## src/source/ciPackage.sv

```systemverilog
package ciPackage;

  localparam int ciWordWidth = 32;
  localparam int ciIdWidth = 8;

  typedef logic [ciWordWidth-1:0] ciWord;
  typedef logic [ciIdWidth-1:0] ciId;

  // Custom instruction numbers served by this engine
  typedef enum logic [ciIdWidth-1:0] {
    ciSwapByte  = 8'd1,
    ciDelay     = 8'd6,
    ciGrayscale = 8'd9,
    ciProfile   = 8'd12
  } ciOpcode;

  typedef enum logic {
    delayIdle,
    delayCounting
  } delayState;

  // Profiler control bits in operand B
  localparam int profileStartBit = 0;
  localparam int profileStopBit = 1;
  localparam int profileClearBit = 2;

endpackage
```

## src/source/ciTop.sv

```systemverilog
`timescale 1ns/100ps

module ciTop #(
  parameter int cyclesPerMicrosecond = 74,
  parameter int resetCountWidth = 5
) (
  input  logic            s_systemClock,
  input  logic            s_pllLocked,
  input  logic            ciStart,
  input  ciPackage::ciId   ciN,
  input  ciPackage::ciWord ciDataA,
  input  ciPackage::ciWord ciDataB,
  output logic            ciDone,
  output ciPackage::ciWord ciResult,
  output logic            resetDone
);

  import ciPackage::*;

  logic cpuReset;
  logic swapSel;
  logic graySel;
  logic delaySel;
  logic profileSel;
  logic unknownDone;
  logic pixelDone;
  logic delayDone;
  logic profileDone;
  ciWord pixelResult;
  ciWord delayResult;
  ciWord profileResult;

  resetSequencer #(
    .resetCountWidth(resetCountWidth)
  ) sequencer (
    .s_systemClock(s_systemClock),
    .s_pllLocked(s_pllLocked),
    .cpuReset(cpuReset),
    .resetDone(resetDone)
  );

  ciDecode decoder (
    .s_systemClock(s_systemClock),
    .cpuReset(cpuReset),
    .ciStart(ciStart),
    .ciN(ciN),
    .swapSel(swapSel),
    .graySel(graySel),
    .delaySel(delaySel),
    .profileSel(profileSel),
    .unknownDone(unknownDone)
  );

  ciPixelOps pixelOps (
    .s_systemClock(s_systemClock),
    .cpuReset(cpuReset),
    .swapSel(swapSel),
    .graySel(graySel),
    .ciDataA(ciDataA),
    .ciDataB(ciDataB),
    .pixelDone(pixelDone),
    .pixelResult(pixelResult)
  );

  ciDelay #(
    .cyclesPerMicrosecond(cyclesPerMicrosecond)
  ) delayMicro (
    .s_systemClock(s_systemClock),
    .cpuReset(cpuReset),
    .delaySel(delaySel),
    .ciDataA(ciDataA),
    .delayDone(delayDone),
    .delayResult(delayResult)
  );

  ciProfiler profiler (
    .s_systemClock(s_systemClock),
    .cpuReset(cpuReset),
    .profileSel(profileSel),
    .ciDataB(ciDataB),
    .profileDone(profileDone),
    .profileResult(profileResult)
  );

  ciResultCombine combine (
    .s_systemClock(s_systemClock),
    .cpuReset(cpuReset),
    .pixelDone(pixelDone),
    .delayDone(delayDone),
    .profileDone(profileDone),
    .unknownDone(unknownDone),
    .pixelResult(pixelResult),
    .delayResult(delayResult),
    .profileResult(profileResult),
    .ciDone(ciDone),
    .ciResult(ciResult)
  );

endmodule

```

## src/source/ciResultCombine.sv

```systemverilog
`timescale 1ns/100ps

module ciResultCombine (
  input  logic            s_systemClock,
  input  logic            cpuReset,
  input  logic            pixelDone,
  input  logic            delayDone,
  input  logic            profileDone,
  input  logic            unknownDone,
  input  ciPackage::ciWord pixelResult,
  input  ciPackage::ciWord delayResult,
  input  ciPackage::ciWord profileResult,
  output logic            ciDone,
  output ciPackage::ciWord ciResult
);

  import ciPackage::*;

  logic mergedDone;
  ciWord mergedResult;

  // Idle units drive zero, so a plain OR merges them
  assign mergedDone = pixelDone | delayDone | profileDone | unknownDone;
  assign mergedResult = pixelResult | delayResult | profileResult;

  always_ff @(posedge s_systemClock or posedge cpuReset) begin
    if (cpuReset) begin
      ciDone <= 1'b0;
      ciResult <= '0;
    end else begin
      ciDone <= mergedDone;
      ciResult <= mergedResult;
    end
  end

endmodule

```

## src/source/ciProfiler.sv

```systemverilog
`timescale 1ns/100ps

module ciProfiler (
  input  logic            s_systemClock,
  input  logic            cpuReset,
  input  logic            profileSel,
  input  ciPackage::ciWord ciDataB,
  output logic            profileDone,
  output ciPackage::ciWord profileResult
);

  import ciPackage::*;

  ciWord cycleCount;
  logic running;
  logic startCmd;
  logic stopCmd;
  logic clearCmd;

  assign startCmd = profileSel & ciDataB[profileStartBit];
  assign stopCmd = profileSel & ciDataB[profileStopBit];
  assign clearCmd = profileSel & ciDataB[profileClearBit];

  // Start wins when both control bits are set
  always_ff @(posedge s_systemClock or posedge cpuReset) begin
    if (cpuReset) begin
      running <= 1'b0;
    end else if (startCmd) begin
      running <= 1'b1;
    end else if (stopCmd) begin
      running <= 1'b0;
    end
  end

  always_ff @(posedge s_systemClock or posedge cpuReset) begin
    if (cpuReset) begin
      cycleCount <= '0;
    end else if (clearCmd) begin
      cycleCount <= '0;
    end else if (running) begin
      cycleCount <= cycleCount + 1'b1;
    end
  end

  assign profileDone = profileSel;

  // Value before any clear of this instruction
  assign profileResult = profileSel ? cycleCount : '0;

endmodule

```

## src/source/ciDelay.sv

```systemverilog
`timescale 1ns/100ps

module ciDelay #(
  parameter int cyclesPerMicrosecond = 74
) (
  input  logic            s_systemClock,
  input  logic            cpuReset,
  input  logic            delaySel,
  input  ciPackage::ciWord ciDataA,
  output logic            delayDone,
  output ciPackage::ciWord delayResult
);

  import ciPackage::*;

  localparam int prescaleWidth =
    (cyclesPerMicrosecond > 1) ? $clog2(cyclesPerMicrosecond) : 1;
  localparam logic [prescaleWidth-1:0] prescaleLoad =
    prescaleWidth'(cyclesPerMicrosecond - 1);

  delayState stateReg;
  ciWord microsecondsLeft;
  logic [prescaleWidth-1:0] prescaleCount;
  logic zeroDelay;
  logic countEnd;

  assign zeroDelay = delaySel && (ciDataA == '0);  // Answered at once
  assign countEnd = (stateReg == delayCounting) && (prescaleCount == '0)
                    && (microsecondsLeft == ciWord'(1));

  always_ff @(posedge s_systemClock or posedge cpuReset) begin
    if (cpuReset) begin
      stateReg <= delayIdle;
      microsecondsLeft <= '0;
      prescaleCount <= '0;
    end else begin
      case (stateReg)
        delayIdle: begin
          if (delaySel && !zeroDelay) begin
            stateReg <= delayCounting;
            microsecondsLeft <= ciDataA;
            prescaleCount <= prescaleLoad;
          end
        end
        delayCounting: begin
          if (prescaleCount != '0) begin
            prescaleCount <= prescaleCount - 1'b1;
          end else if (countEnd) begin
            stateReg <= delayIdle;
          end else begin
            microsecondsLeft <= microsecondsLeft - 1'b1;  // Next microsecond
            prescaleCount <= prescaleLoad;
          end
        end
        default: stateReg <= delayIdle;
      endcase
    end
  end

  assign delayDone = zeroDelay | countEnd;
  assign delayResult = '0;

endmodule

```

## src/source/ciPixelOps.sv

```systemverilog
`timescale 1ns/100ps

module ciPixelOps (
  input  logic            s_systemClock,
  input  logic            cpuReset,
  input  logic            swapSel,
  input  logic            graySel,
  input  ciPackage::ciWord ciDataA,
  input  ciPackage::ciWord ciDataB,
  output logic            pixelDone,
  output ciPackage::ciWord pixelResult
);

  import ciPackage::*;

  logic pixelSel;
  logic servedLast;
  ciWord swapValue;
  ciWord grayValue;
  logic [7:0] red;
  logic [7:0] green;
  logic [7:0] blue;
  logic [15:0] graySum;

  assign pixelSel = swapSel | graySel;

  // Remembers a served strobe so a held strobe answers once
  always_ff @(posedge s_systemClock or posedge cpuReset) begin
    if (cpuReset) begin
      servedLast <= 1'b0;
    end else begin
      servedLast <= pixelSel;
    end
  end

  always_comb begin
    if (ciDataB[0]) begin
      swapValue = {ciDataA[23:16], ciDataA[31:24], ciDataA[7:0], ciDataA[15:8]};
    end else begin
      swapValue = {ciDataA[7:0], ciDataA[15:8], ciDataA[23:16], ciDataA[31:24]};
    end
  end

  // RGB565 widened to 8 bits per channel
  assign red = {ciDataA[15:11], 3'b000};
  assign green = {ciDataA[10:5], 2'b00};
  assign blue = {ciDataA[4:0], 3'b000};

  assign graySum = 16'd54 * red + 16'd183 * green + 16'd19 * blue;  // Peak sum fits 16 bits
  assign grayValue = {24'd0, graySum[15:8]};

  assign pixelDone = pixelSel & ~servedLast;

  always_comb begin
    if (!pixelDone) begin
      pixelResult = '0;
    end else if (swapSel) begin
      pixelResult = swapValue;
    end else begin
      pixelResult = grayValue;
    end
  end

endmodule

```

## src/source/ciDecode.sv

```systemverilog
`timescale 1ns/100ps

module ciDecode (
  input  logic          s_systemClock,
  input  logic          cpuReset,
  input  logic          ciStart,
  input  ciPackage::ciId ciN,
  output logic          swapSel,
  output logic          graySel,
  output logic          delaySel,
  output logic          profileSel,
  output logic          unknownDone
);

  import ciPackage::*;

  logic startArmed;
  logic startAccepted;

  // Opens one cycle after the processor leaves reset
  always_ff @(posedge s_systemClock or posedge cpuReset) begin
    if (cpuReset) begin
      startArmed <= 1'b0;
    end else begin
      startArmed <= 1'b1;
    end
  end

  assign startAccepted = ciStart & startArmed;

  always_comb begin
    swapSel = 1'b0;
    graySel = 1'b0;
    delaySel = 1'b0;
    profileSel = 1'b0;
    unknownDone = 1'b0;
    if (startAccepted) begin
      case (ciN)
        ciSwapByte:  swapSel = 1'b1;
        ciGrayscale: graySel = 1'b1;
        ciDelay:     delaySel = 1'b1;
        ciProfile:   profileSel = 1'b1;
        default:     unknownDone = 1'b1;  // Answer with zero, never hang
      endcase
    end
  end

endmodule

```

## src/source/resetSequencer.sv

```systemverilog
`timescale 1ns/100ps

module resetSequencer #(
  parameter int resetCountWidth = 5
) (
  input  logic s_systemClock,
  input  logic s_pllLocked,
  output logic cpuReset,
  output logic resetDone
);

  logic [resetCountWidth-1:0] resetCount;
  logic countDone;

  assign countDone = resetCount[resetCountWidth-1];  // Top bit ends the sequence

  always_ff @(posedge s_systemClock or negedge s_pllLocked) begin
    if (!s_pllLocked) begin
      resetCount <= '0;
    end else if (!countDone) begin
      resetCount <= resetCount + 1'b1;
    end
  end

  assign cpuReset = ~countDone;
  assign resetDone = countDone;

endmodule

```

## config.mk

```make
export PLATFORM = sky130hd
export DESIGN_NAME = ciTop
export DESIGN_NICKNAME = d
export VERILOG_FILES = /design/src/source/ciPackage.sv /design/src/source/ciTop.sv /design/src/source/ciResultCombine.sv /design/src/source/ciProfiler.sv /design/src/source/ciDelay.sv /design/src/source/ciPixelOps.sv /design/src/source/ciDecode.sv /design/src/source/resetSequencer.sv
export SDC_FILE = /design/constraint.sdc
export NUM_CORES = 1
export LEC_CHECK = 0
export BUFFER_PORTS_ARGS = -buffer_cell sky130_fd_sc_hd__buf_2
export CORE_MARGIN = 2
export CORE_UTILIZATION = 30
export CTS_CLUSTER_DIAMETER = 100
export DETAILED_ROUTE_END_ITERATION = 10
export PLACE_DENSITY = 0.49
export RECOVER_POWER = 100
export SLEW_MARGIN = 20
export SYNTH_ARGS = -nofsm -noshare
export SYNTH_HDL_FRONTEND = slang
export SYNTH_SLANG_ARGS = --single-unit
```

## constraint.sdc

```tcl
create_clock -name s_systemClock -period 5.9 [get_ports s_systemClock]
set_input_delay 0.59 -clock s_systemClock [delete_from_list [all_inputs] [get_ports s_systemClock]]
set_output_delay 0.59 -clock s_systemClock [all_outputs]
set_load 0.03 [all_outputs]
```

; After elaboration in Yosys (flattened, before gate mapping)
; Cells that the tools add are included.
[classes]
reduce_logical = 13
bitwise = 13
n_mul = 3
addsub = 6
n_eq_ne = 9
n_mux = 31
[ops]
columns = op, n
row1 = 32-bit 2-to-1 mux, 9
row2 = 32-bit case mux with 2 select lines, 1
row3 = 32-bit by 1-bit adder with 32-bit output (second input constant), 1
row4 = 32-bit by 1-bit == test with 1-bit output (second input constant), 1
row5 = 32-bit zero test, 1
row6 = 32-bit OR, 1
row7 = 32-bit by 1-bit subtractor with 32-bit output (second input constant), 1
row8 = 7-bit 2-to-1 mux, 3
row9 = 5-bit by 5-bit multiplier with 10-bit output (first input constant), 2
row10 = 14-bit by 16-bit adder with 16-bit output, 1
row11 = 16-bit by 13-bit adder with 16-bit output, 1
row12 = 8-bit by 4-bit == test with 1-bit output (second input constant), 2
row13 = 1-bit 2-to-1 mux, 15
row14 = 8-bit by 6-bit multiplier with 14-bit output (first input constant), 1
row15 = 7-bit case mux with 2 select lines, 1
row16 = 8-bit by 1-bit == test with 1-bit output (second input constant), 1
row17 = 8-bit by 3-bit == test with 1-bit output (second input constant), 1
row18 = 7-bit zero test, 1
row19 = 7-bit nonzero test, 1
row20 = 7-bit by 1-bit subtractor with 7-bit output (second input constant), 1
row21 = 5-bit by 1-bit adder with 5-bit output (second input constant), 1
row22 = 1-bit AND, 5
row23 = 5-bit 2-to-1 mux, 1
row24 = 1-bit OR, 5
row25 = other kinds (11), 17
[totals]
output_inout_bits = 34
regBits = 113
in_bits = 75
elab_cells = 86

; Logic depth before layout (Yosys ltp)
; Gate-level depths: netlist (run 1).
[depth]
depth_word = 8
depth_mapped = 22
mapped_depth_nobuf = 22

; Modules after synthesis
; From an unflattened synthesis (run 1), not the netlist that was laid out.
[hier_totals]
cells_unflattened = 1048
area_unflattened_um2 = 9351.5
[modules_own_cells]
columns = module, cells_each, seq_area_each_um2, n_inst, area_per_inst_um2
row1 = ciPixelOps, 361, 25.0, 1, 3034.2
row2 = ciDelay, 371, 1001.0, 1, 2977.9
row3 = ciProfiler, 217, 825.8, 1, 1936.9
row4 = ciResultCombine, 67, 825.8, 1, 1037.2
row5 = resetSequencer, 15, 125.1, 1, 217.7
row6 = ciDecode, 17, 25.0, 1, 147.6

; Worst setup path before layout (run 1)
; No wires, ideal clock.
[synth_timing]
path_kind = input port to flip-flop
startpoint = input port ciDataA[8]
endpoint = register combine.ciResult[7]
required_ns = 5.758
setup_time_ns = 0.142
slack_ns = -0.024
stages = 20
arrival_time_ns = 5.782
n_path_buf = 0
path_cell_list = fa_1 inv_1 fa_1 fa_1 inv_1 ha_1 a21oi_1 o21bai_1 a2111o_1 nand2_1 xnor2_1 fa_1 ha_1 and4_1 and2_1 a211o_1 or4b_2 nand3_1 xor2_1 o221ai_1
[synth_via]
elab_chain_len = 6
[synth_rtl]
columns = item, line
row1 = start: declaration, ciTop.sv:11  ; input ciPackage::ciWord ciDataA,
row2 = 8-bit by 6-bit multiplier with 14-bit output, ciPixelOps.sv:49  ; assign graySum = 16'd54 * red + 16'd183 * green + 16'd19 * blue;
row3 = 14-bit by 16-bit adder with 16-bit output, ciPixelOps.sv:49
row4 = 16-bit by 13-bit adder with 16-bit output, ciPixelOps.sv:49
row5 = 32-bit 2-to-1 mux, ciPixelOps.sv:57  ; end else if (swapSel) begin
row6 = 32-bit 2-to-1 mux, ciPixelOps.sv:55  ; if (!pixelDone) begin
row7 = 32-bit OR, ciResultCombine.sv:24  ; assign mergedResult = pixelResult | delayResult | profileResult;
row8 = named net combine.mergedResult[7], ciResultCombine.sv:20  ; ciWord mergedResult;
row9 = end signal: assignment, ciResultCombine.sv:32  ; ciResult <= mergedResult;
row10 = end: declaration, ciResultCombine.sv:14  ; output ciPackage::ciWord ciResult
; The timed path passes the listed nets, and every way through them passes these cells.
; A chain may end at the register's enable or synchronous reset.

; Worst setup path after layout (run 1)
[layout_timing]
startpoint = input port ciDataA[10]
endpoint = register combine.ciResult[7]
; The elaborated chain is that of the path after synthesis.

==> results of run 1 <==
[synthesized netlist by cell type (all sizes together), types with 3 or more instances]
cell	instances	area, sq um
a211o	5	43.79
clkbuf	24	90.09
and4	8	70.07
nor3b	11	82.58
a22o	3	26.28
or2	3	18.77
nor2b	5	31.28
and2	6	37.54
nor4	15	115.1
xor2	27	236.5
a211oi	3	22.52
nand3	31	155.2
a21oi	32	160.2
o31ai	3	22.52
inv	68	255.2
o21ai	48	240.2
nand2b	4	25.02
a31oi	4	25.02
dfrtp	113	2828
o32ai	16	140.1
nand4b	5	43.79
buf	7	38.79
mux2i	40	400.4
nor3	30	160.2
o221ai	4	35.03
fa	25	500.5
xnor2	26	227.7
or4	7	63.81
and3	13	81.33
ha	85	1064
o22ai	7	43.79
nand4	20	125.1
nor2	102	382.9
o21bai	4	30.03
a21o	7	52.55
or3	9	56.30
o21a	7	52.55
nand2	62	232.7
[state kept, by name, indices dropped and copies added (netlist names)]
name,flops
delayMicro.stateReg,1
pixelOps.servedLast,1
sequencer.resetCount,5
combine.ciResult,32
delayMicro.prescaleCount,7
profiler.cycleCount,32
combine.ciDone,1
decoder.startArmed,1
profiler.running,1
delayMicro.microsecondsLeft,32
[repair_timing]
action	in CTS	in global routing
endpoints found under the setup margin	0	1
hold buffers	1	0
buffers inserted	0	1
resized for setup	0	4
hold endpoints to repair	5	0
[worst max-delay path, cell delays in order]
cell                       delay, ps
sky130_fd_sc_hd__buf_2           120
sky130_fd_sc_hd__buf_4           140
sky130_fd_sc_hd__ha_1            290
sky130_fd_sc_hd__inv_1            60
sky130_fd_sc_hd__fa_1            530
sky130_fd_sc_hd__inv_1            50
sky130_fd_sc_hd__fa_1            530
sky130_fd_sc_hd__inv_1            50
sky130_fd_sc_hd__ha_1            300
sky130_fd_sc_hd__inv_1            80
sky130_fd_sc_hd__o21bai_1         90
sky130_fd_sc_hd__a2111o_1        440
sky130_fd_sc_hd__nand2_1          80
sky130_fd_sc_hd__xnor2_1         140
sky130_fd_sc_hd__fa_1            430
sky130_fd_sc_hd__ha_1            310
sky130_fd_sc_hd__buf_4           140
sky130_fd_sc_hd__a21oi_1         120
sky130_fd_sc_hd__o21ai_1          80
sky130_fd_sc_hd__a211o_1         240
sky130_fd_sc_hd__or4b_2          650
sky130_fd_sc_hd__nand3_2         100
sky130_fd_sc_hd__xor2_2          160
sky130_fd_sc_hd__o221ai_1        130
[power breakdown]
| group | switching (mW) | total (mW) | internal [mW] |
|---|---|---|---|
| combinational | 1.06 | 2.05 | 0.992 |
| sequential | 0.270 | 1.27 | 0.998 |
| clock | 0.413 | 1.05 | 0.635 |
| total | 1.74 | 4.36 | 2.63 |
[layer usage]
metal | vias to the layer above | part of all wire (%) | GRT usage [%]
li1 | 3497 | - | -
met1 | 3487 | 47 | 23.49
met2 | 153 | 47 | 28.29
met3 | 21 | 4.0 | 2.991
met4 | 0 | 1.2 | 3.943
met5 | - | 0 | 0
[cell usage in the layout, fill, tap and decap left out, types with 9 or more instances in the layout]
cell type,Yosys,layout
sky130_fd_sc_hd__dfrtp_1,113,113
sky130_fd_sc_hd__nand2_1,62,62
sky130_fd_sc_hd__a21oi_1,32,31
sky130_fd_sc_hd__buf_4,0,44
sky130_fd_sc_hd__clkbuf_1,24,38
sky130_fd_sc_hd__xnor2_1,26,26
sky130_fd_sc_hd__xor2_1,27,26
sky130_fd_sc_hd__nor4_1,13,14
sky130_fd_sc_hd__nand3_1,31,30
sky130_fd_sc_hd__o32ai_1,16,16
sky130_fd_sc_hd__or3_1,9,9
sky130_fd_sc_hd__ha_1,85,84
sky130_fd_sc_hd__o21ai_0,48,47
sky130_fd_sc_hd__and3_1,13,13
sky130_fd_sc_hd__inv_1,68,68
sky130_fd_sc_hd__mux2i_1,40,40
sky130_fd_sc_hd__nor3b_1,11,11
sky130_fd_sc_hd__clkbuf_16,0,17
sky130_fd_sc_hd__buf_2,4,43
sky130_fd_sc_hd__nor2_1,102,102
sky130_fd_sc_hd__nand4_1,20,20
sky130_fd_sc_hd__nor3_1,28,29
sky130_fd_sc_hd__fa_1,25,25
[per-stage QoR]
step | utilization, % | worst slack, ps | hold WS, ps
after floorplan | - | 10.69 | 294.4
after global placement | 34.50 | -240.2 | 360.0
after detailed placement | 34.50 | -313.2 | 354.8
after CTS | 36.69 | 121.6 | 356.6
after global routing | 36.47 | -8.133 | 462.0
final | 36.47 | 289.8 | 460.3
[layout make-up]
cell class	count	share of cell area, %
Sequential cell	113	27.98
Timing Repair Buffer	130	7.157
Clock buffer	17	4.210
Clock inverter	15	1.696
Tap cell	378	4.681
Inverter	68	2.526
Multi-Input combinational cell	701	51.75
[kinds of logic (layout without fill, tap and decap cells)]
family / Yosys count / after routing / share of synthesized area [%]
flip-flops: 113 / 113 / 33.54
XOR/XNOR: 53 / 53 / 5.505
AO/OA/AOI/OAI: 159 / 159 / 12.36
AND/OR/NAND/NOR: 337 / 337 / 20.57
adder cells (fa/ha/maj): 110 / 110 / 18.55
buffers and inverters: 99 / 230 / 4.556
other: 1 / 1 / 0.04447
multiplexers: 41 / 41 / 4.882
[how the worst max path moves through the flow]
stage                      startpoint             endpoint  slack [ps]  cells past startpoint
final                     ciDataA[10]  combine.ciResult[7]         290                     24
after global routing      ciDataA[10]  combine.ciResult[7]          -8                     24
after CTS                  ciDataA[8]  combine.ciResult[7]         120                     22
after detailed placement   ciDataA[8]  combine.ciResult[7]        -310                     22
after global placement     ciDataA[8]  combine.ciResult[7]        -240                     21
after floorplan            ciDataA[8]  combine.ciResult[7]          10                     20
==> impl_summary.txt, run 1 <==
----------------------------------------------------
[Hold path]
  Hold/Removal Path Class ... input port to flop
  Beginning of the worst hold path ... ciDataB[1]
  Worst Hold Path Cells ... 3
  Capture endpoint of the worst hold path ... profiler.running

[Synthesis]
  Post-synthesis sequential area ratio ... 33.54%
  Synth Flop Type ... sky130_fd_sc_hd__dfrtp_1
  Netlist area before placement ... 8432 sq um
  Ys async rst share ... between 90% and 100%
  Number of enable-type register cells in the synthesized netlist ... 0
  Number of warnings printed during yosys synthesis ... 0
  Yosys cell types ... 62
  Net Count, Synth ... 1,098
  #FFs+latches synth ... ~110
  Synthesized instance count ... 913
  Synth Area per Inst ... approximately 9.2 sq um

[Die]
  Initial cell density of the core ... 30.43%
  Row count ... 61
  Die height ... 171.7 um
  Area of the core ... about 28,000 sq um
  I/O pin count ... 109
  Total die area ... 29,460 sq um
  Width of the die ... between 150 and 200 um

[Cells and area]
  Non-filler cells in the finished layout ... 1,422
  Layout cell share with drive strength beyond 1 ... 13.41%
  Multi-input gate area ... between 5000 and 6000 sq um
  Area taken by flip-flops and latches ... approximately 2800 sq um
  Growth of design area from synthesis to finish ... 19.84%
  Cell area after layout ... 10,100 sq um
  Fillcell total ... about 3,000
  Antenna cells ... 0
  Number of nets in the final layout ... ~1,200

[STA]
  Relative max-transition margin ... -70.15%
  Minimum clock period ... 5610 ps
  Final clock period utilization by the worst path ... 95.09%
  Pin slew with the least headroom to its limit ... 2533 ps
  Final hold viol count ... 0
  Clock Skew ... about 11 ps
  Max Clk Rate ... 178.2 MHz
  Total count of max-transition violations in the final report ... 174
  Final setup viols ... 0
  Post-Route Setup TNS ... 0 ps

[Run status]
  Failing checks ... max-capacitance violations, max-slew violations
  Status ... finished with violations

[Place]
  Number of placed instances, taps included ... 1,388
  Half-perimeter wire length of the detailed placement result ... 18.97 mm
  Total placed instance area ... 9558 sq um
  Routability cong. ... 0.7857
  Input/output buffers ... just under 80

[Setup path]
  Cells on worst reg2reg path ... 10
  Kind of start point of the critical path ... input port
  Worst-path fanout max ... 3
  Critical Setup Path Class ... input port to flop
  Required time at the worst-slack endpoint ... approximately 6000 ps
  Kind of capture point of the worst setup path ... flop
  Endpoint of the worst register-to-register path ... delayMicro.microsecondsLeft[22]
  Critical path data arrival time ... a little under 6000 ps
  Worst-case register-to-register setup slack ... 1160 ps
  Reg-to-reg startpoint ... delayMicro.prescaleCount[0]

[CTS]
  CTS tree ... done
  Clock sink count ... 113
  CTS clk-pin slew, worst paths ... approximately 60 ps
  TritonCTS buffer count ... 17
  CTS Buffer Depth ... 2
  Clock Root Buffer ... sky130_fd_sc_hd__clkbuf_16
  Latest clock arrival within the worst-skew pair ... roughly 420 ps
  Depth of the CTS H-tree ... 4

[Drt]
  Starting DRT DRC Count ... between 500 and 600
  Detailed-route via count ... 7,158
  Total detailed-routing wirelength ... 24.69 mm
  DRC errors left ... 0
  Count of TritonRoute iterations in the first routing pass ... 5
  Routed vias/inst ... 5.034
  Final ANT Viol Nets ... 0
  Post-detailed-route wirelength per cell ... approximately 17 um

[Global route]
  Vias in the first global route ... 6,909
  Antenna violations before repair ... 0
  Total track usage ... 17.19%
  Total global routing overflow ... 0
  First-pass GRT wire length ... 38.56 mm
  Pin count of the biggest net entering global routing ... 72

[Pwr]
  Total leakage power ... 4.381 nW
  Total design power ... around 4.4 mW
  IR Drop Worst-Case VDD ... 0.2513 mV
  Power density over cell area ... 431.8 nW/um^2

[Job]
  Count of maximum capacitance violations ... 4

----------------------------------------------------
(Power assumes the default switching activity.)
==> run 2: changes to the inputs <==
--- a/config.mk
+++ b/config.mk
@@ -6,13 +6,14 @@
 export NUM_CORES = 1
 export LEC_CHECK = 0
 export BUFFER_PORTS_ARGS = -buffer_cell sky130_fd_sc_hd__buf_2
-export CORE_MARGIN = 2
+export CORE_MARGIN = 4
 export CORE_UTILIZATION = 30
 export CTS_CLUSTER_DIAMETER = 100
 export DETAILED_ROUTE_END_ITERATION = 10
+export GPL_TIMING_DRIVEN = 0
 export PLACE_DENSITY = 0.49
 export RECOVER_POWER = 100
-export SLEW_MARGIN = 20
+export SLEW_MARGIN = 25
 export SYNTH_ARGS = -nofsm -noshare
 export SYNTH_HDL_FRONTEND = slang
 export SYNTH_SLANG_ARGS = --single-unit
==> run 2 against run 1 <==
Effect of this change:
- the run still ends with max-capacitance violations, max-slew violations left
- sequential power barely moved
- register-to-register slack improved by 1100 ps
- clock-buffer cell count did not move
- routed wire length rose by 5.1%
- critical endpoint unchanged
- cell count fell by 0.98%
- largest cell class unchanged
- clock skew fell by 3.4 ps
- non-clock buffer count fell by 14
==> impl_summary.txt, run 2 (same netlist as run 1, synthesis figures left out) <==
----------------------------------------------------
[Run status]
  Status ... finished with violations (unchanged)
  Failing checks ... max-capacitance violations, max-slew violations (unchanged)

[Global route]
  Vias in the first global route ... 7,162 (was 6,909)
  Antenna violations before repair ... 2 (was 0)
  Total global routing overflow ... 0 (unchanged)
  First-pass GRT wire length ... 40.46 mm (was 38.56 mm)
  Pin count of the biggest net entering global routing ... 46 (was 72)
  Total track usage ... 16.96% (was 17.19%)

[CTS]
  Depth of the CTS H-tree ... 4 (unchanged)
  Clock sink count ... 113 (unchanged)
  Latest clock arrival within the worst-skew pair ... 430 ps (was 420 ps)
  CTS Buffer Depth ... 2 (unchanged)
  CTS tree ... done (unchanged)
  CTS clk-pin slew, worst paths ... 60 ps (about the same)
  Clock Root Buffer ... sky130_fd_sc_hd__clkbuf_16 (unchanged)
  TritonCTS buffer count ... 17 (unchanged)

[Place]
  Routability cong. ... 0.8599 (was 0.7857)
  Pre-CTS setup slack ... -709.5 ps (was -313.2 ps)
  Half-perimeter wire length of the detailed placement result ... 19.89 mm (was 18.97 mm)
  Input/output buffers ... 78 (was 79)

[Setup path]
  Critical Setup Path Class ... input port to flop (unchanged)
  Worst-path cell with the longest stage delay ... sky130_fd_sc_hd__or4b_2 (unchanged)
  Critical path data arrival time ... 5940 ps (was 5860 ps)
  Category of cells accounting for the largest share of critical-path delay ... adder cells (unchanged)
  Number of buffers and inverters on the critical path ... 3 (was 7)
  Slowest Stage Delay on Critical Path ... 650 ps (about the same)
  Library cell appearing most often on the critical path ... sky130_fd_sc_hd__fa_1 (was sky130_fd_sc_hd__inv_1)
  Critical Path, Cell by Cell ... buf_4 > fa_1 > inv_1 > fa_1 > fa_1 > inv_1 > ha_4 > a21oi_2 > o21bai_1 > a2111o_1 > nand2_1 > xnor2_1 > fa_1 > ha_4 > and4_1 > and2_1 > a211o_1 > or4b_2 > nand3_2 > xor2_2 > o221ai_2 (was buf_2 > buf_4 > ha_1 > inv_1 > fa_1 > inv_1 > fa_1 > inv_1 > ha_1 > inv_1 > o21bai_1 > a2111o_1 > nand2_1 > xnor2_1 > fa_1 > ha_1 > buf_4 > a21oi_1 > o21ai_1 > a211o_1 > or4b_2 > nand3_2 > xor2_2 > o221ai_1)
  Kind of capture point of the worst setup path ... flop (unchanged)
  Worst-path fanout max ... 8 (was 3)
  Kind of start point of the critical path ... input port (unchanged)
  Worst-case register-to-register setup slack ... 2260 ps (was 1160 ps)
  Required time at the worst-slack endpoint ... 6180 ps (was 6150 ps)

[Cells and area]
  Commonest non-fill, non-tap cell in the layout ... sky130_fd_sc_hd__dfrtp_1 (unchanged)
  Top Registers ... combine.ciResult x32, delayMicro.microsecondsLeft x32, profiler.cycleCount x32 (unchanged)
  Top library cells by usage in the layout, fill and taps aside ... sky130_fd_sc_hd__dfrtp_1 (113), sky130_fd_sc_hd__nor2_1 (102), sky130_fd_sc_hd__ha_1 (82) (was sky130_fd_sc_hd__dfrtp_1 (113), sky130_fd_sc_hd__nor2_1 (102), sky130_fd_sc_hd__ha_1 (84))
  Core utilization of the finished layout ... 35.84% (was 36.47%)
  Layout cell share with drive strength beyond 1 ... 9.709% (was 13.41%)
  Antenna cells ... 0 (unchanged)
  Growth of design area from synthesis to finish ... 18.09% (was 19.84%)
  Number of nets in the final layout ... 1,202 (was 1,216)

[Drt]
  Final ANT Viol Nets ... 0 (unchanged)
  DRC errors left ... 0 (unchanged)
  Total detailed-routing wirelength ... 25.95 mm (was 24.69 mm)
  Count of TritonRoute iterations in the first routing pass ... 4 (was 5)
  Starting DRT DRC Count ... 481 (was 511)
  Routed vias/inst ... 5.102 (was 5.034)
  Detailed-route via count ... 7,183 (was 7,158)
  Post-detailed-route wirelength per cell ... 18.43 um (was 17.36 um)

[STA]
  Final clock period utilization by the worst path ... 95.93% (was 95.09%)
  Pin slew with the least headroom to its limit ... 2006 ps (was 2533 ps)
  Clock Skew ... 7.972 ps (was 11.36 ps)
  Minimum clock period ... 5660 ps (was 5610 ps)
  Worst Setup Slack, final ... 239.9 ps (was 289.8 ps)
  Post-Route Setup TNS ... 0 ps (unchanged)
  WHS ... 480.5 ps (was 460.3 ps)
  Final setup viols ... 0 (unchanged)
  Max Clk Rate ... 176.7 MHz (was 178.2 MHz)
  Total count of max-transition violations in the final report ... 83 (was 174)
  Final hold viol count ... 0 (unchanged)
  Setup repair after global routing missed its margin ... no
  Relative max-transition margin ... -33.70% (was -70.15%)

[Job]
  Count of maximum capacitance violations ... 2 (was 4)

[Die]
  Initial cell density of the core ... 30.35% (was 30.43%)
  I/O pin count ... 109 (unchanged)
  Width of the die ... 175.7 um (was 171.7 um)
  Die height ... 175.7 um (was 171.7 um)
  Row count ... 61 (unchanged)
  Total die area ... 30,850 sq um (was 29,460 sq um)
  Area of the core ... 27,780 sq um (was 27,710 sq um)

[Pwr]
  Total design power ... 4.301 mW (was 4.364 mW)
  IR Drop Worst-Case VDD ... 0.2431 mV (was 0.2513 mV)
  Power density over cell area ... 432.0 nW/um^2 (was 431.8 nW/um^2)
  Total leakage power ... 4.222 nW (was 4.381 nW)

[Hold path]
  Hold/Removal Path Class ... flop to flop (was input port to flop)

----------------------------------------------------
-- run 2: cell count changes in the layout (fill, tap and decap cells not counted), sizes merged --
cell / delta
inv: -1
buf: -40
clkinvlp: -1
clkinv: +2
clkbuf: +26
-- run 2: final timing paths --
kind,to,cells after the start,start
worst max-delay path,combine.ciResult[7],21,ciDataA[8]
worst min-delay path,sequencer.resetCount[3],1,sequencer.resetCount[3]
worst max register to register,delayMicro.microsecondsLeft[28],10,delayMicro.prescaleCount[0]
worst min register to register,sequencer.resetCount[3],1,sequencer.resetCount[3]
max in group asynchronous,combine.ciResult[16],1,sequencer.resetCount[4]
min in group asynchronous,sequencer.resetCount[2],2,s_pllLocked
-- run 2: cell type report --
type	instances	area, sq um
fill	2929	17820
multi-input combinational	701	5260
sequential	113	2828
tap	378	473.0
clock buffer	17	425.4
timing repair buffer	85	425.4
inverter	68	255.2
clock inverter	15	172.7
buffer	31	117.6
-- run 2: through the flow --
stage	std cells	cell area, sq um
2_1_floorplan	913	8436
6_report	1408	9957
5_1_grt	1408	9957
3_3_place_gp	1369	9299
4_1_cts	1405	9997
3_5_place_dp	1371	9343
-- run 2: power by group --
part / switching (mW) / total, mW / internal, mW
logic: 1.06 / 1.98 / 0.921
clock network: 0.418 / 1.05 / 0.635
registers: 0.270 / 1.27 / 0.998
-- run 2: layer usage --
metal	part of all wire [%]	GRT usage, %
met4	3.1	6.303
met2	45	26.29
met1	47	23.64
met3	4.3	3.164
met5	0.054	0
-- run 2: worst reg2reg max path: stages (launching register included) --
cell and delay [ps]:
sky130_fd_sc_hd__dfrtp_1 390, sky130_fd_sc_hd__inv_1 60, sky130_fd_sc_hd__ha_1 180, sky130_fd_sc_hd__or3b_1 410
sky130_fd_sc_hd__or3_1 370, sky130_fd_sc_hd__nor2_1 100, sky130_fd_sc_hd__nor2_1 100, sky130_fd_sc_hd__nor3_1 970
sky130_fd_sc_hd__clkbuf_1 610, sky130_fd_sc_hd__a21oi_1 150, sky130_fd_sc_hd__o21a_1 200
-- run 2: timing repair --
action | in CTS | in global routing
hold endpoints to repair | 5 | 0
endpoints found under the setup margin | 1 | 1
pin swaps | 2 | 5
gates cloned | 0 | 0
gates resized for setup | 7 | 5
hold buffers | 1 | 0
buffers inserted | 1 | 3
==> run 3: changes to the inputs <==
--- a/config.mk
+++ b/config.mk
@@ -11,6 +11,7 @@
 export CTS_CLUSTER_DIAMETER = 100
 export DETAILED_ROUTE_END_ITERATION = 10
 export GPL_TIMING_DRIVEN = 0
+export HOLD_SLACK_MARGIN = 0.05
 export PLACE_DENSITY = 0.49
 export RECOVER_POWER = 100
 export SLEW_MARGIN = 25
==> constraint.sdc (replaced) <==
create_clock -name s_systemClock -period 7.3 [get_ports s_systemClock]
set_input_delay 0.73 -clock s_systemClock [delete_from_list [all_inputs] [get_ports s_systemClock]]
set_output_delay 0.73 -clock s_systemClock [all_outputs]
set_load 0.03 [all_outputs]
==> run 3 against run 2 <==
Effect of this change:
- worst hold slack worse by 320 ps
- critical path depth stayed put
- via count shrank 0.32%
- clock skew is 2.6 ps higher
- clock power shrank 15%
- clock-buffer cell count did not move
- the flow still finishes with violations (max-capacitance violations, max-slew violations)
- utilization fell by 0.30 points
- die area unchanged
- power decreased by 21%
- sequential cell count unchanged
- first-iteration DRC count down 18%
- non-clock buffer count fell by 5
==> impl_summary.txt, run 3 (same netlist as run 1, synthesis figures left out) <==
----------------------------------------------------
[Cells and area]
  Commonest non-fill, non-tap cell in the layout ... sky130_fd_sc_hd__dfrtp_1 (unchanged)
  Top library cells by usage in the layout, fill and taps aside ... sky130_fd_sc_hd__dfrtp_1 (113), sky130_fd_sc_hd__nor2_1 (102), sky130_fd_sc_hd__ha_1 (85) (was sky130_fd_sc_hd__dfrtp_1 (113), sky130_fd_sc_hd__nor2_1 (102), sky130_fd_sc_hd__ha_1 (82))
  Growth of design area from synthesis to finish ... 17.11% (was 18.09%)
  Non-filler cells in the finished layout ... 1,403 (was 1,408)
  Fillcell total ... 2,923 (was 2,929)
  Multi-input gate area ... 5200 sq um (was 5260 sq um)
  Antenna cells ... 0 (unchanged)
  Number of nets in the final layout ... 1,197 (was 1,202)
  Top Registers ... combine.ciResult x32, delayMicro.microsecondsLeft x32, profiler.cycleCount x32 (unchanged)
  Layout cell share with drive strength beyond 1 ... 8.585% (was 9.709%)
  Area taken by flip-flops and latches ... 2828 sq um (unchanged)
  Core utilization of the finished layout ... 35.54% (was 35.84%)

[Die]
  Area of the core ... 27,780 sq um (unchanged)
  Die height ... 175.7 um (unchanged)
  I/O pin count ... 109 (unchanged)
  Width of the die ... 175.7 um (unchanged)
  Initial cell density of the core ... 30.35% (unchanged)
  Total die area ... 30,850 sq um (unchanged)
  Row count ... 61 (unchanged)

[Setup path]
  Kind of start point of the critical path ... input port (unchanged)
  Kind of capture point of the worst setup path ... flop (unchanged)
  Worst-path fanout max ... 9 (was 8)
  Cells on worst reg2reg path ... 1 (was 10)
  Critical Setup Path Class ... input port to flop (unchanged)
  Reg-to-reg startpoint ... sequencer.resetCount[4] (was delayMicro.prescaleCount[0])
  Worst-case register-to-register setup slack ... 3340 ps (was 2260 ps)
  Endpoint of the worst register-to-register path ... combine.ciResult[15] (was delayMicro.microsecondsLeft[28])
  Critical path data arrival time ... 6580 ps (was 5940 ps)
  Required time at the worst-slack endpoint ... 7550 ps (was 6180 ps)

[Place]
  Half-perimeter wire length of the detailed placement result ... 20.16 mm (was 19.89 mm)
  Number of placed instances, taps included ... 1,371 (unchanged)
  Routability cong. ... 0.8394 (was 0.8599)
  Input/output buffers ... 78 (unchanged)

[Global route]
  Antenna violations before repair ... 2 (unchanged)
  First-pass GRT wire length ... 40.79 mm (was 40.46 mm)
  Vias in the first global route ... 7,115 (was 7,162)
  Pin count of the biggest net entering global routing ... 50 (was 46)
  Total track usage ... 16.98% (was 16.96%)
  Total global routing overflow ... 0 (unchanged)

[STA]
  Total count of max-transition violations in the final report ... 90 (was 83)
  Final clock period utilization by the worst path ... between 80 and 90%
  Clock Skew ... 10.60 ps (was 7.972 ps)
  Minimum clock period ... approximately 6300 ps
  Max Clk Rate ... 158.1 MHz
  Post-Route Setup TNS ... 0 ps (unchanged)
  Relative max-transition margin ... -78.21% (was -33.70%)
  Final hold viol count ... 0 (unchanged)
  Pin slew with the least headroom to its limit ... 2673 ps (was 2006 ps)
  Setup repair after global routing missed its margin ... no (unchanged)
  Final setup viols ... 0 (unchanged)

[Job]
  Count of maximum capacitance violations ... 2 (unchanged)

[Drt]
  Routed vias/inst ... 5.103 (was 5.102)
  Detailed-route via count ... 7,160 (was 7,183)
  Count of TritonRoute iterations in the first routing pass ... 5 (was 4)
  Starting DRT DRC Count ... 393 (was 481)
  Post-detailed-route wirelength per cell ... 18.43 um (about the same)
  Final ANT Viol Nets ... 0 (unchanged)
  Total detailed-routing wirelength ... 25.85 mm (was 25.95 mm)
  DRC errors left ... 0 (unchanged)

[Run status]
  Status ... finished with violations (unchanged)
  Failing checks ... max-capacitance violations, max-slew violations (unchanged)

[CTS]
  Depth of the CTS H-tree ... 4 (unchanged)
  CTS clk-pin slew, worst paths ... 60 ps (about the same)
  Hold Buf Count CTS ... 0 (was 1)
  CTS Buffer Depth ... 2 (unchanged)
  Post-CTS setup buffer count ... 0 (was 1)
  TritonCTS buffer count ... 17 (unchanged)
  Clock Root Buffer ... sky130_fd_sc_hd__clkbuf_16 (unchanged)
  CTS resizes ... 0 (was 7)
  Clock sink count ... 113 (unchanged)
  CTS tree ... done (unchanged)
  Latest clock arrival within the worst-skew pair ... 420 ps (was 430 ps)

[Pwr]
  IR Drop Worst-Case VDD ... 0.1880 mV (was 0.2431 mV)
  Power density over cell area ... 343.2 nW/um^2 (was 432.0 nW/um^2)
  Total leakage power ... 4.183 nW (was 4.222 nW)

[Hold path]
  Hold/Removal Path Class ... input port to asynchronous set/reset pin (was flop to flop)

----------------------------------------------------
==> run 3: cell types whose count changed in the layout (fill, tap and decap cells not counted), sizes merged <==
cell	previous run	this run
clkinvlp	0	4
buf	47	45
clkbuf	85	83
inv	76	72
dlygate4sd3	1	0
clkinv	5	3
bufinv	2	4
==> run 3: worst max-delay path, stage by stage <==
cell	delay (ps)
sky130_fd_sc_hd__buf_2	300
sky130_fd_sc_hd__fa_1	470
sky130_fd_sc_hd__inv_1	80
sky130_fd_sc_hd__fa_1	440
sky130_fd_sc_hd__fa_1	510
sky130_fd_sc_hd__inv_1	40
sky130_fd_sc_hd__ha_1	320
sky130_fd_sc_hd__a21oi_1	230
sky130_fd_sc_hd__o21bai_1	120
sky130_fd_sc_hd__a2111o_1	440
sky130_fd_sc_hd__nand2_1	80
sky130_fd_sc_hd__xnor2_1	140
sky130_fd_sc_hd__fa_1	450
sky130_fd_sc_hd__ha_1	390
sky130_fd_sc_hd__and4_1	200
sky130_fd_sc_hd__and2_0	150
sky130_fd_sc_hd__a211o_1	320
sky130_fd_sc_hd__or4b_2	640
sky130_fd_sc_hd__nand3_1	100
sky130_fd_sc_hd__xor2_1	220
sky130_fd_sc_hd__o221ai_1	200
==> run 3: worst max path at each step <==
stage                      from                  end  depth (start not counted)
global placement    ciDataA[10]  combine.ciResult[7]                         21
finish              ciDataA[10]  combine.ciResult[7]                         21
detailed placement  ciDataA[10]  combine.ciResult[7]                         21
floorplan            ciDataA[8]  combine.ciResult[7]                         20
CTS                 ciDataA[10]  combine.ciResult[7]                         21
global route         ciDataA[8]  combine.ciResult[7]                         21
==> run 3: layout make-up <==
cell class              count  share of cell area [%]
clock buffers              17                   4.308
inverters                  68                   2.585
multi-input cells         701                   52.66
plain buffers              31                   1.191
clock inverters            15                   2.103
well taps                 378                   4.790
repair buffers             80                   3.725
flip-flops and latches    113                   28.64
==> run 3: layer usage <==
| layer | vias up | wire length, um | GRT usage, % |
|---|---|---|---|
| met4 | 4 | 319 | 4.126 |
| li1 | 3468 | - | - |
| met5 | - | 14 | 0 |
| met2 | 166 | 12050 | 27.02 |
| met1 | 3499 | 12400 | 24.06 |
| met3 | 23 | 1060 | 3.056 |
==> run 3: per-stage QoR <==
step / hold WS [ps] / area (sq um) / power (mW) / worst slack (ps)
after floorplan: 434.4 / 8432 / 2.104 / 1236
after global placement: 467.2 / 9295 / 2.467 / 553.4
after detailed placement: 355.1 / 9346 / 2.504 / 445.5
after CTS: 106.9 / 9980 / 3.416 / 909.2
after global routing: 161.7 / 9874 / 3.674 / 566.2
final: 156.6 / 9874 / 3.389 / 974.3
==> run 3: report_power, final <==
part / internal, mW / total, mW / switching [mW]
sequential: 0.807 / 1.02 / 0.218
combinational: 0.641 / 1.47 / 0.828
clock: 0.575 / 0.897 / 0.322
